<file path="src/mem_pkg.sv">
/*
 * mem_pkg
 * Shared definitions for the memory-access stage: data and
 * address widths, operation and access size codes, and the
 * state encoding of the load/store controller.
 */
`default_nettype none

package mem_pkg;

	localparam int xlen = 32;

	typedef logic [xlen-1:0] word_t;
	typedef logic [xlen-1:0] addr_t;
	typedef logic [4:0]      reg_idx_t;

	// operation held in the stage
	typedef enum logic [1:0] {
		op_alu   = 2'd0,
		op_load  = 2'd1,
		op_store = 2'd2
	} mem_op_t;

	// funct3 layout, top bit marks unsigned
	typedef logic [2:0] mem_size_t;

	localparam mem_size_t sz_b  = 3'b000;
	localparam mem_size_t sz_h  = 3'b001;
	localparam mem_size_t sz_w  = 3'b010;
	localparam mem_size_t sz_bu = 3'b100;
	localparam mem_size_t sz_hu = 3'b101;

	typedef enum logic [1:0] {
		st_idle,
		st_wait,
		st_done
	} lsu_state_t;

endpackage

`default_nettype wire

</file>
<file path="src/mem_req_if.sv">
/*
 * mem_req_if
 * One memory request and its response, shared by the stage
 * register, the controller, the data RAM and the load aligner.
 */
`timescale 1ns/1ps
`default_nettype none

interface mem_req_if;

	// request
	logic                req;
	mem_pkg::mem_op_t    op;
	mem_pkg::mem_size_t  size;
	mem_pkg::addr_t      addr;
	mem_pkg::word_t      wdata;
	logic                nc;

	// response
	mem_pkg::word_t      rdata;
	logic                ack;

	modport stage (output op, size, addr, wdata, nc);
	modport ctrl  (input op, nc, output req, ack);
	modport ram   (input req, op, size, addr, wdata, output rdata);
	modport align (input op, size, addr, nc, rdata, ack);

endinterface

`default_nettype wire

</file>
<file path="src/load_align.sv">
/*
 * load_align
 * Picks the loaded lane, sign or zero extends it by size and
 * holds the write-back result. ALU results pass straight through.
 */
`timescale 1ns/1ps
`default_nettype none

module load_align (
	input  logic                 clk,
	input  logic                 rst_n,
	input  logic                 done,
	input  mem_pkg::reg_idx_t    rd,
	input  logic                 we,
	mem_req_if.align             mem,
	output logic                 wb_valid,
	output mem_pkg::reg_idx_t    wb_rd,
	output logic                 wb_we,
	output mem_pkg::word_t       wb_data,
	output logic                 wb_nc
);

	mem_pkg::word_t ld_word;
	mem_pkg::word_t ld_ext;
	mem_pkg::word_t result;
	logic [7:0]     lane_b;
	logic [15:0]    lane_h;

	assign lane_b = ld_word[8*mem.addr[1:0] +: 8];
	assign lane_h = mem.addr[1] ? ld_word[31:16] : ld_word[15:0];

	always_comb begin
		case (mem.size)
			mem_pkg::sz_b:  ld_ext = {{24{lane_b[7]}}, lane_b};
			mem_pkg::sz_bu: ld_ext = {24'b0, lane_b};
			mem_pkg::sz_h:  ld_ext = {{16{lane_h[15]}}, lane_h};
			mem_pkg::sz_hu: ld_ext = {16'b0, lane_h};
			default:        ld_ext = ld_word;
		endcase
	end

	// stores write back nothing
	always_comb begin
		case (mem.op)
			mem_pkg::op_alu:  result = mem.addr;
			mem_pkg::op_load: result = ld_ext;
			default:          result = '0;
		endcase
	end

	// ----------------------------------------
	// ram word sampled at ack
	always_ff @(posedge clk) begin
		if (mem.ack) begin
			ld_word <= mem.rdata;
		end
	end

	always_ff @(posedge clk) begin
		if (!rst_n) begin
			wb_valid <= 1'b0;
		end else begin
			wb_valid <= done;
		end
	end

	always_ff @(posedge clk) begin
		if (done) begin
			wb_rd   <= rd;
			wb_we   <= we && (mem.op != mem_pkg::op_store);
			wb_data <= result;
			wb_nc   <= mem.nc;
		end
	end

endmodule

`default_nettype wire

</file>
<file path="src/flat_wrapper.sv">
// flat-port wrapper written by rule: the top's interface ports become plain ports
module load_align_flat 
  (clk, rst_n, done, rd, we, wb_valid, wb_rd, wb_we, wb_data, wb_nc, mem_op, mem_size, mem_addr, mem_nc, mem_rdata, mem_ack);
  mem_req_if mem_i ();
  input  logic clk;
  input  logic rst_n;
  input  logic done;
  input  mem_pkg::reg_idx_t rd;
  input  logic we;
  output logic wb_valid;
  output mem_pkg::reg_idx_t wb_rd;
  output logic wb_we;
  output mem_pkg::word_t wb_data;
  output logic wb_nc;
  input wire logic [$bits(mem_i.op)-1:0] mem_op;
  input wire logic [$bits(mem_i.size)-1:0] mem_size;
  input wire logic [$bits(mem_i.addr)-1:0] mem_addr;
  input wire logic [$bits(mem_i.nc)-1:0] mem_nc;
  input wire logic [$bits(mem_i.rdata)-1:0] mem_rdata;
  input wire logic [$bits(mem_i.ack)-1:0] mem_ack;
  assign mem_i.op = mem_op;
  assign mem_i.size = mem_size;
  assign mem_i.addr = mem_addr;
  assign mem_i.nc = mem_nc;
  assign mem_i.rdata = mem_rdata;
  assign mem_i.ack = mem_ack;
  load_align u_core (.clk(clk), .rst_n(rst_n), .done(done), .rd(rd), .we(we), .mem(mem_i), .wb_valid(wb_valid), .wb_rd(wb_rd), .wb_we(wb_we), .wb_data(wb_data), .wb_nc(wb_nc));
endmodule
</file>
<file path="config.mk">
export PLATFORM = sky130hd
export DESIGN_NAME = load_align_flat
export DESIGN_NICKNAME = d
export VERILOG_FILES = /design/src/mem_pkg.sv /design/src/mem_req_if.sv /design/src/load_align.sv /design/src/flat_wrapper.sv
export SDC_FILE = /design/constraint.sdc
export NUM_CORES = 1
export LEC_CHECK = 0
export ABC_AREA = 1
export BUFFER_PORTS_ARGS = -buffer_cell sky130_fd_sc_hd__buf_2
export CAP_MARGIN = 20
export CORE_AREA = 2 2 97 99
export CTS_BUF_LIST = sky130_fd_sc_hd__clkbuf_8
export DETAILED_ROUTE_END_ITERATION = 6
export DIE_AREA = 0 0 99 101
export HOLD_SLACK_MARGIN = 0.06
export PLACE_DENSITY = 0.61
export RECOVER_POWER = 100
export SLEW_MARGIN = 20
export SYNTH_ARGS = -nofsm -noshare
export SYNTH_HDL_FRONTEND = slang
export SYNTH_SLANG_ARGS = --single-unit
</file>
<file path="constraint.sdc">
create_clock -name clk -period 3.1 [get_ports clk]
set_input_delay 0.62 -clock clk [delete_from_list [all_inputs] [get_ports clk]]
set_output_delay 0.62 -clock clk [all_outputs]
set_load 0.005 [all_outputs]
</file>
======== Yosys cells after proc, flatten, opt, wreduce, memory -nomap -nowiden ========
Cells that the tools add are included.
word-level totals
  register bits ........................... 72
  bits of input ports ..................... 80
  output and inout port bits .............. 40
  word-level logic and storage cells ...... 18
cells by class
  eq/ne operators ......................... 5
  shifts and indexed selects .............. 1
  muxes and demuxes ....................... 3
  reduce and logical (&&, ||, !) cells .... 3
operators by type and width
  cell                number
  $pmux 32 s4         1
  $pmux 32 s2         1
  $shiftx 32x6->8     1
  $mux 16             1
  $eq 3x3->1 const B  2
  $eq 3x1->1 const B  1
  $logic_not 3->1     1
  $eq 2x1->1 const B  1
  $logic_not 2->1     1
  $ne 2x2->1 const B  1
  $logic_and 1x1->1   1

======== Logic depth before layout (Yosys ltp) ========
Gate-level depths: netlist (run 1).
  depth in word-level cells ............... 3
  gate-level depth with buffers ........... 9
  gate-level depth less buffers ........... 8

======== Worst setup path before layout (run 1) ========
Ideal clock, no wire load.
  kind .................................... input -> register
  start point ............................. in mem_size[1]
  end point ............................... reg u_core.wb_data[4] (data pin)
  library setup time ...................... 0.253 ns
  arrival ................................. 1.349 ns
  data required time ...................... 2.847 ns
  slack ................................... 1.497 ns
  stages on the path ...................... 7
  buffers on the path ..................... 3
  cell sequence ........................... buf_6 -> inv_2 -> buf_2 -> buf_2 -> nand3_1 -> nand3_1 -> nand2_1
on the way
  cells in the longest elaborated chain, start to end .. 3
  elaborated cells between the ends (all ways) .. 6
  those cells by class .................... eq/ne: 3; mux: 2; reduce/logical: 1
RTL lines
  item                                      line                source
  start: declaration                        flat_wrapper.sv:16  input wire logic [$bits(mem_i.size)-1:0] mem_size;
  $eq 3x3->1, or another cell as far along  load_align.sv:33    case (mem.size)
  $pmux 32 s4 (*)                           load_align.sv:33
  $pmux 32 s2 (*)                           load_align.sv:44    case (mem.op)
  net u_core.result[4]                      load_align.sv:25    mem_pkg::word_t result;
  end signal: assignment                    load_align.sv:71    wb_data <= result;
  end: declaration                          load_align.sv:19    output mem_pkg::word_t wb_data,
The timed path passes the listed nets; every way through them passes the cells marked *.
A chain may end at the register's enable or synchronous reset.

======== Worst setup path after layout (run 1) ========
  start point ............................. in mem_addr[1]
  end point ............................... reg u_core.wb_data[31] (data pin)
on the way
  cells in the longest elaborated chain, start to end .. 3
  elaborated cells between the ends (all ways) .. 4
  those cells by class .................... shift: 1; mux: 3
RTL lines
  item                                               line                                source
  start: declaration                                 flat_wrapper.sv:17                  input wire logic [$bits(mem_i.addr)-1:0] mem_addr;
  $shiftx 32x6->8 / $mux 16 (equally long branches)  load_align.sv:29, load_align.sv:30
  $pmux 32 s4 (*)                                    load_align.sv:33
  $pmux 32 s2 (*)                                    load_align.sv:44
  net u_core.result[31]                              load_align.sv:25
Marked as above.

==> summary.txt, run 1 <==
Run status
  • Status: finished with violations
  • Failing checks: capacitance limit, slew limit

Yosys
  • Main combinational cell family by area after synthesis: simple AND/OR/NAND/NOR gates
  • Warnings, synthesis: 0
  • Mean post-synth cell area: approximately 9.5 um^2
  • Register area share after synthesis: between 60% and 70%
  • Cell Area, Synth: about 3300 um^2
  • Simple-gate area share of the yosys netlist: 26.08%
  • Syn Inst Count: 349
  • Register bit total from synthesis: just over 70
  • Adder-cell share of the synthesized area: 0%
  • Compound-Gate Fraction of Synth Area: 4.561%
  • Post-synthesis mux area share: 0%
  • Synth Net Count: 429
  • Unique masters post-synth: 21
  • Post-Synth XOR/XNOR Area: 0%

Setup path
  • FF-to-FF path depth: 6
  • WP data arrival: roughly 2.4 ns
  • Worst Path Required: ~3.2 ns
  • Critical path's largest stage delay: 0.67 ns
  • Worst r2r dst: u_core.wb_data[31]
  • CP Class: input port to flip-flop
  • Crit. End Element: flip-flop
  • Worst Setup Start Kind: input port
  • Slowest CP cell: clkbuf_1
  • CP Cell Sequence: clkbuf_1, inv_2, nand2_1, nand3_1, nand3_4, nand2_4, nand2_1, nand2_1
  • Max FO, Critical Path: 24
  • Critical path depth: 8
  • CP dominant cell by count: nand2_1
  • R2r setup slk: between 1.5 and 2 ns
  • Worst R2R Start: u_core.ld_word[31]
  • CP bufs+invs: 2
  • CP top delay family: buffers and inverters

Finish
  • Layout area overhead: 26.61%
  • Area occupied by multi-input gates: a little over 1000 um^2
  • Filler cells: 879
  • Share of cells above drive strength 1: 25.90%
  • Nets: 546
  • Antenna diodes: 0
  • Most frequent cells in the layout: nand2_1, buf_2, edfxtp_1
  • Most common cell after layout, fill and taps aside: nand2_1
  • Register area: ~2200 um^2

Clocking
  • Clock root buffer: clkbuf_8
  • TritonCTS clock tree: done
  • Cts repair resizes: 0
  • Clock tree buffer depth: 2
  • CTS sink cnt: between 70 and 80
  • Worst skew pair latency: 0.35 ns
  • Num CTS Buffers: 9
  • Hold buffer count at cts: 0
  • Post-CTS setup buffer count: 0
  • CTS clk-pin slew, worst paths: around 0.08 ns
  • H-Tree Depth: 3

STA
  • TNS Setup: 0 ns
  • Final Cycle Share: just over 70%
  • RSZ-0062 raised after global routing: false
  • Final Slew Violations: 74
  • Fmax: roughly 0.45 GHz
  • Slew @ Worst Pin: 2.128 ns
  • Worst relative slew slack: -41.90%
  • Final min period: ~2.2 ns
  • Worst clock skew: 0.01406 ns
  • Count of final hold-check violations: 0
  • Final WS setup: 0.8540 ns
  • Final hold slack: ~0.44 ns
  • Setup-failing EPs final: 0

GRT
  • First-pass GRT wire length: roughly 12 mm
  • Grt total ovfl: 0
  • Busiest grt layer: met2
  • Vias in the first global route: roughly 2500
  • GR Layer Usage met2: a little under a quarter
  • Initial antenna violation count: 0
  • M3 GR Usage: ~4.6%
  • Tot GR Track Use: roughly 16%
  • Largest net degree at the start of global routing: between 40 and 50
  • Met1 Usage GRT: between 20% and 30%

Detailed routing
  • Vias: between 2000 and 3000
  • Vias per cell: ~4.6
  • Drt pass-1 iters: 4
  • Starting DRC count in detailed routing: approximately 170
  • # DRC: 0
  • Post-route ant nets: 0
  • Post-DR wirelength/cell: 13.79 um
  • Wirelength, routed: 8.025 mm

Floorplan
  • Die span in y: a little over 100 um
  • Core area: between 8000 and 9000 um^2
  • Row count: 35
  • Initial Util: ~37%
  • Die Width: around 100 um
  • I/O pin count: 120
  • Die area: between 9000 and 10000 um^2

Placed design
  • Number of I/O port buffers: ~120
  • Dpl ws: 0.9328 ns
  • Final Wtd Congestion: slightly above 0.9
  • HPWL Detailed: slightly below 6 mm

Worst hold path
  • Hold Path Class: input port to flip-flop
  • Hold Path Origin: rd[1]
  • Worst hold path endpoint: u_core.wb_rd[1]
  • Hold depth: 1

Pwr
  • Largest vdd supply drop: 200.1 uV
  • Leakage: 0.001961 uW
  • Pwr dens: approximately 550 nW/um^2

Run
  • Max cap viols: 2
[worst register-to-register path: stages (launching register included)]
cell      delay, ns
edfxtp_1       0.43
nand2_1        0.11
nand3_1        0.15
nand3_4        0.17
nand2_4        0.14
nand2_1        0.11
nand2_1        0.06
[registers in the layout (all words and copies together) (netlist names)]
register / flops
u_core.ld_word: 32
u_core.wb_data: 32
u_core.wb_nc: 1
u_core.wb_rd: 5
u_core.wb_valid: 1
u_core.wb_we: 1
[area by class of cell]
class,instances,area share [%]
sequential,72,51.21
multi-input combinational,243,24.26
timing repair buffer,121,13.84
tap,111,3.305
clock buffer,9,2.947
clock inverter,7,2.679
inverter,19,1.756
[metal layers]
layer	wire length (um)	share of wire, %
met1	3752	47
met2	3630	45
met3	569	7.1
met4	72	0.90
met5	0	0
[how the worst max path moves through the flow]
stage / end / slack [ns] / startpoint
5_1_grt: u_core.wb_data[29] / 0.65 / mem_addr[1]
4_1_cts: u_core.wb_data[31] / 1.33 / mem_addr[1]
2_1_floorplan: u_core.wb_data[4] / 1.50 / mem_size[1]
3_3_place_gp: u_core.wb_data[28] / 1.00 / mem_addr[1]
6_report: u_core.wb_data[31] / 0.85 / mem_addr[1]
3_5_place_dp: u_core.wb_data[22] / 0.93 / mem_addr[1]
[cell families (layout without fill, tap and decap cells)]
logic type	count (synthesis)	in the layout
AOI/OAI and AO/OA	29	29
buffers and inverters	34	156
DFF	72	72
and+or+nand+nor	214	214
[metrics by stage]
step	cells	utilization (%)	power (uW)	cell area [um^2]
finish	582	46.82	2328	4203
global route	582	46.82	2434	4203
CTS	582	47.14	2361	4232
detailed placement	566	44.50	1473	3995
global placement	566	44.50	1472	3995
floorplan	349	-	1331	3319
[synthesized netlist by cell type]
library cell	count	area share, %
nand2_1	145	16
edfxtp_1	71	64
nor2_1	51	5.8
inv_1	15	1.7
nand3_1	14	2.1
a21oi_1	11	1.7
o21ai_0	11	1.7
clkbuf_1	9	1.0
buf_2	4	0.60
o21ai_1	4	0.60
inv_2	3	0.34
buf_6	2	0.68
a21boi_0	1	0.23
a31oi_1	1	0.19
dfxtp_1	1	0.60
inv_4	1	0.19
nand2_4	1	0.34
nand3_4	1	0.53
nor2_4	1	0.34
nor2_8	1	0.60
o211ai_1	1	0.23
[power by group]
part / switching (uW) / total (uW) / internal [uW]
sequential: 29.8 / 1190 / 1160
clock: 352 / 882 / 530
combinational: 159 / 261 / 101
No activity file was read; power rests on OpenSTA's default activity.
==> run 2, diff against run 1 <==
--- a/config.mk
+++ b/config.mk
@@ -13,7 +13,7 @@
 export DETAILED_ROUTE_END_ITERATION = 6
 export DIE_AREA = 0 0 99 101
 export HOLD_SLACK_MARGIN = 0.06
-export PLACE_DENSITY = 0.61
+export PLACE_DENSITY = 0.63
 export RECOVER_POWER = 100
 export SLEW_MARGIN = 20
 export SYNTH_ARGS = -nofsm -noshare
==> constraint.sdc (replaced) <==
create_clock -name clk -period 1.9 [get_ports clk]
set_input_delay 0.38 -clock clk [delete_from_list [all_inputs] [get_ports clk]]
set_output_delay 0.38 -clock clk [all_outputs]
set_load 0.005 [all_outputs]
==> run 2 against run 1 <==
The flow now finishes without violations. Cell area is 0.27% lower. Clock-buffer cell count stayed put. First-iteration DRC count is 29% lower. Largest cell class unchanged.
==> summary.txt, run 2 (synthesis results as in run 1) <==
Setup path
  • CP Class: flip-flop to flip-flop
  • Crit. End Element: flip-flop
  • WP data arrival: 1.64 ns (-0.71 ns)
  • Worst Path Required: 2.00 ns (-1.20 ns)
  • Worst Setup Start Kind: flip-flop
  • FF-to-FF path depth: 6 (unchanged)
  • Max FO, Critical Path: 16 (-33%)

Floorplan
  • Die span in y: 101 um (unchanged)
  • Initial Util: 36.98% (unchanged)
  • I/O pin count: 120 (unchanged)
  • Die area: 9999 um^2 (unchanged)
  • Core area: 8977 um^2 (unchanged)
  • Row count: 35 (unchanged)
  • Die Width: 99 um (unchanged)

Pwr
  • Leakage: 0.001958 uW (-0.18%)
  • Pwr dens: 849.6 nW/um^2 (+53%)
  • Largest vdd supply drop: 330.2 uV (+65%)

Finish
  • Most frequent cells in the layout: nand2_1, buf_2, edfxtp_1
  • Antenna diodes: 0 (unchanged)
  • Filler cells: 869 (-1.1%)
  • Layout area overhead: 26.27%
  • Top flop regs: u_core.ld_word (32), u_core.wb_data (32), u_core.wb_rd (5)
  • Non-Filler Instances: 585 (+0.52%)
  • Most common cell after layout, fill and taps aside: nand2_1
  • Nets: 549 (+0.55%)
  • Share of cells above drive strength 1: 27.00% (+1.1 points)

STA
  • Worst clock skew: 0.008020 ns (-0.006035 ns)
  • Final Slew Violations: 0 (-100%)
  • Setup-failing EPs final: 0 (unchanged)
  • Count of final hold-check violations: 0 (unchanged)
  • Final hold slack: 0.2003 ns (-0.2386 ns)
  • RSZ-0062 raised after global routing: false
  • Final Cycle Share: between 80 and 90%
  • Worst relative slew slack: 34.15% (+76 points)
  • TNS Setup: 0 ns (unchanged)
  • Slew @ Worst Pin: 0.9877 ns (-1.141 ns)
  • Final min period: 1.540 ns
  • Fmax: between 0.6 and 0.7 GHz

Placed design
  • Number of I/O port buffers: 119 (unchanged)
  • HPWL Detailed: 5.966 mm (+1.7%)
  • Dpl cells: 569 (+0.53%)
  • Final Wtd Congestion: 0.9349 (+2.1%)

Run
  • Max cap viols: 0 (-2)

GRT
  • Tot GR Track Use: 16.45% (+0.18 points)
  • Grt total ovfl: 0 (unchanged)
  • Vias in the first global route: 2586 (+2.4%)
  • First-pass GRT wire length: 12.59 mm (+1.1%)
  • Largest net degree at the start of global routing: 41 (unchanged)
  • Initial antenna violation count: 0 (unchanged)

Detailed routing
  • Vias: 2730 (+2.2%)
  • # DRC: 0 (unchanged)
  • Wirelength, routed: 7.999 mm (-0.32%)
  • Drt pass-1 iters: 5 (+1)
  • Post-DR wirelength/cell: 13.67 um (-0.84%)
  • Starting DRC count in detailed routing: 122 (-29%)
  • Post-route ant nets: 0 (unchanged)
  • Vias per cell: 4.667 (+1.7%)

Clocking
  • Clock tree buffer depth: 2 (unchanged)
  • Num CTS Buffers: 9 (unchanged)
  • Cts repair resizes: 0 (unchanged)
  • Post-CTS setup buffer count: 0 (unchanged)
  • CTS clk-pin slew, worst paths: 0.08 ns (about the same)
  • CTS sink cnt: 72 (unchanged)
  • Worst skew pair latency: 0.35 ns (about the same)
  • Hold buffer count at cts: 0 (unchanged)
  • Clock root buffer: clkbuf_8
  • TritonCTS clock tree: done
  • H-Tree Depth: 3 (unchanged)

Worst hold path
  • Hold Path Class: input port to flip-flop
  • Hold depth: 1 (unchanged)

Run status
  • Status: finished clean
==> run 2: cell types whose count changed in the layout (fill, tap and decap cells not counted) <==
cell | before | now
bufinv_16 | 3 | 1
nand2_4 | 1 | 0
clkbuf_2 | 0 | 3
nand2_2 | 0 | 1
inv_2 | 3 | 2
clkbuf_1 | 23 | 20
clkinvlp_4 | 0 | 2
clkinv_4 | 1 | 2
buf_12 | 0 | 1
buf_2 | 96 | 98
==> run 2: layer usage <==
layer / GRT usage (%) / up-vias / part of all wire, %
met5: 0 / - / 0
met4: 6.217 / 0 / 1.8
met3: 5.201 / 13 / 6.7
met2: 25.26 / 110 / 46
met1: 21.88 / 1227 / 45
li1: - / 1380 / -
==> run 2: final cells by class <==
cell class,count,area [um^2],area share (%)
clock inverters,7,72.57,1.731
clock buffers,9,123.9,2.955
inverters,19,73.82,1.761
well taps,111,138.9,3.313
repair buffers,124,615.6,14.69
multi-input cells,243,1015,24.21
flip-flops and latches,72,2152,51.34
==> run 2: metrics by stage <==
stage                     power, uW  cell area, um^2  utilization [%]  setup WS, ns
after floorplan                2172             3319                -        0.5375
after global placement         2408             4055            45.17        0.2801
after detailed placement       2416             4055            45.17        0.2478
after CTS                      3609             4252            47.36        0.4623
after global routing           3738             4192            46.69        0.2304
final                          3561             4192            46.69        0.3604
==> run 2: critical path, cell delays in order (launching register included) <==
cell	delay, ns
edfxtp_1	0.42
nand2_1	0.13
nand3_1	0.16
nand3_4	0.17
nand2_2	0.22
nand2_1	0.14
nand2_1	0.05
==> run 2: where the power goes <==
group	switching, uW	internal [uW]
logic	265	171
clock network	593	605
registers	43.9	1880
==> run 2: final timing paths <==
kind	startpoint	end	slack [ns]
worst max register to register	u_core.ld_word[31]	u_core.wb_data[31]	0.36
worst min register to register	u_core.ld_word[3]	u_core.wb_data[3]	0.69
worst min-delay path	rd[3]	u_core.wb_rd[3]	0.20
worst max-delay path	u_core.ld_word[31]	u_core.wb_data[31]	0.36
==> run 3, diff against run 2 <==
==> constraint.sdc (replaced) <==
create_clock -name clk -period 1.24 [get_ports clk]
set_input_delay 0.248 -clock clk [delete_from_list [all_inputs] [get_ports clk]]
set_output_delay 0.248 -clock clk [all_outputs]
set_load 0.005 [all_outputs]
==> run 3 against run 2 <==
The flow now finishes with violations (setup timing). Clock power up 52%. First-iteration DRC count up 30%. Non-clock buffer count up 51. Clock skew increased by 0.0030 ns. Critical endpoint is now u_core.wb_data[10]. Largest power group unchanged.
==> summary.txt, run 3 (synthesis results as in run 1) <==
STA
  • Final WS setup: -0.06878 ns (-0.4291 ns)
  • Final min period: 1.309 ns (-0.2309 ns)
  • Slew @ Worst Pin: 0.9845 ns (-0.003228 ns)
  • Worst clock skew: 0.01102 ns (+0.003004 ns)
  • Setup-failing EPs final: 25 (+25)
  • RSZ-0062 raised after global routing: true
  • Final hold slack: 0.07867 ns (-0.1216 ns)
  • Fmax: 0.7641 GHz (+18%)
  • Final Cycle Share: 105.5% (+25 points)
  • Final Slew Violations: 0 (unchanged)
  • Count of final hold-check violations: 0 (unchanged)
  • Worst relative slew slack: 34.37% (+0.22 points)

Setup path
  • CP dominant cell by count: nand2_2
  • Critical path's largest stage delay: 0.40 ns (-0.02 ns)
  • Max FO, Critical Path: 7 (-9)
  • Crit path launch: u_core.ld_word[23]
  • Crit. End Element: flip-flop
  • Worst Setup Start Kind: flip-flop
  • Slowest CP cell: edfxtp_1
  • Worst Path Required: 1.34 ns (-0.66 ns)
  • FF-to-FF path depth: 9 (+3)
  • Worst r2r dst: u_core.wb_data[10]
  • CP Cell Sequence: inv_2, nand2_1, nand2_2, nand2_2, nand3_4, buf_12, nand2_2, nand2_2, nand2_2
  • WP data arrival: 1.41 ns (-0.23 ns)
  • R2r setup slk: -0.07 ns (-0.43 ns)
  • Worst R2R Start: u_core.ld_word[23]
  • Critical Path Sink: u_core.wb_data[10]
  • CP Class: flip-flop to flip-flop

Detailed routing
  • # DRC: 0 (unchanged)
  • Post-route ant nets: 0 (unchanged)
  • Drt pass-1 iters: 4 (-1)
  • Wirelength, routed: 8.484 mm (+6.1%)
  • Vias per cell: 4.517 (-3.2%)
  • Vias: 2873 (+5.2%)
  • Starting DRC count in detailed routing: 159 (+30%)
  • Post-DR wirelength/cell: 13.34 um (-2.4%)

GRT
  • Met1 Usage GRT: 24.90% (+3.0 points)
  • Tot GR Track Use: 17.46% (+1.0 points)
  • Largest net degree at the start of global routing: 41 (unchanged)
  • Grt total ovfl: 0 (unchanged)
  • First-pass GRT wire length: 13.41 mm (+6.5%)
  • Initial antenna violation count: 0 (unchanged)
  • GR Layer Usage met2: 26.51% (+1.2 points)
  • M3 GR Usage: 3.121% (-2.1 points)
  • Busiest grt layer: met2
  • Vias in the first global route: 2718 (+5.1%)

Clocking
  • Clock root buffer: clkbuf_8
  • Clock tree buffer depth: 2 (unchanged)
  • CTS sink cnt: 72 (unchanged)
  • Worst skew pair latency: 0.34 ns (about the same)
  • CTS clk-pin slew, worst paths: 0.08 ns (about the same)
  • TritonCTS clock tree: done
  • Num CTS Buffers: 9 (unchanged)
  • H-Tree Depth: 3 (unchanged)

Pwr
  • Pwr dens: 1203 nW/um^2 (+42%)
  • Largest vdd supply drop: 559.4 uV (+69%)
  • Leakage: 0.002230 uW (+14%)

Run status
  • Status: finished with violations
  • Failing checks: setup timing

Finish
  • Most common cell after layout, fill and taps aside: nand2_1
  • Top flop regs: u_core.ld_word (32), u_core.wb_data (32), u_core.wb_rd (5)
  • Nets: 600 (+9.3%)
  • Non-Filler Instances: 636 (+8.7%)
  • Antenna diodes: 0 (unchanged)
  • Most frequent cells in the layout: nand2_1, buf_2, edfxtp_1
  • Share of cells above drive strength 1: 36.19% (+9.2 points)
  • Layout area overhead: 41.42%

Placed design
  • Dpl cells: 603 (+6.0%)
  • HPWL Detailed: 6.509 mm (+9.1%)
  • Final Wtd Congestion: 0.8639 (-7.6%)
  • Number of I/O port buffers: 119 (unchanged)

Floorplan
  • I/O pin count: 120 (unchanged)
  • Row count: 35 (unchanged)
  • Die Width: 99 um (unchanged)
  • Die area: 9999 um^2 (unchanged)
  • Die span in y: 101 um (unchanged)
  • Core area: 8977 um^2 (unchanged)
  • Initial Util: 36.98% (unchanged)

Worst hold path
  • Hold Path Class: input port to flip-flop

Run
  • Max cap viols: 0 (unchanged)
==> run 3: cell count changes in the layout (fill, tap and decap cells not counted), sizes merged <==
cell | before | now
clkbuf | 32 | 29
dlygate4sd3 | 0 | 10
clkinvlp | 2 | 1
buf | 101 | 146
clkinv | 4 | 3
inv | 19 | 20
==> run 3: final cells by class <==
cell class,instances,area (um^2)
multi-input combinational,243,1084
sequential,72,2152
tap,111,138.9
clock inverter,6,60.06
timing repair buffer,175,1049
inverter,19,73.82
clock buffer,10,137.6
fill,872,4283
==> run 3: layer usage <==
metal / wire, um / vias up
met4: 129 / 0
li1: - / 1479
met1: 4009 / 1303
met3: 455 / 11
met5: 0 / -
met2: 3888 / 80
==> run 3: critical path, delay by kind of cell (launching register included) <==
kind | cells | cell delay, ns
AND/OR/NAND/NOR | 7 | 0.46
flip-flops | 1 | 0.40
buffers and inverters | 2 | 0.20
==> run 3: where the power goes <==
part           switching (uW)  total (uW)  internal (uW)
Sequential               75.0        2960           2890
Combinational             457         860            403
Clock                     851        1820            973
Total                    1380        5650           4260
==> run 3: worst min-delay path by stage <==
stage / endpoint / start / depth (start not counted) / slack [ns]
2_1_floorplan: u_core.wb_valid / done / 2 / 0.34
3_3_place_gp: u_core.ld_word[12] / mem_rdata[12] / 1 / 0.43
3_5_place_dp: u_core.ld_word[4] / mem_rdata[4] / 1 / 0.43
4_1_cts: u_core.wb_rd[2] / rd[2] / 1 / 0.06
5_1_grt: u_core.ld_word[13] / mem_rdata[13] / 1 / 0.06
6_report: u_core.ld_word[13] / mem_rdata[13] / 1 / 0.08
==> run 3: per-stage QoR <==
stage | setup WS (ns) | setup TNS, ns | util (%) | cell area [um^2] | total power [uW]
after floorplan | -0.005501 | -0.05167 | - | 3327 | 3330
after global placement | -0.2356 | -3.872 | 48.38 | 4343 | 3814
after detailed placement | -0.2631 | -3.963 | 48.38 | 4343 | 3820
after CTS | -0.08357 | -1.228 | 51.74 | 4644 | 5689
after global routing | -0.1544 | -3.103 | 52.29 | 4695 | 5926
final | -0.06878 | -0.9535 | 52.29 | 4695 | 5645
==> run 3: timing repair <==
action                                  4_1_cts  5_1_grt
gates resized for setup                       7       14
pin swaps                                     5        8
endpoints found under the setup margin       25       27
hold endpoints to repair                      4        6
hold buffers                                  4        6
buffers inserted                              5        2
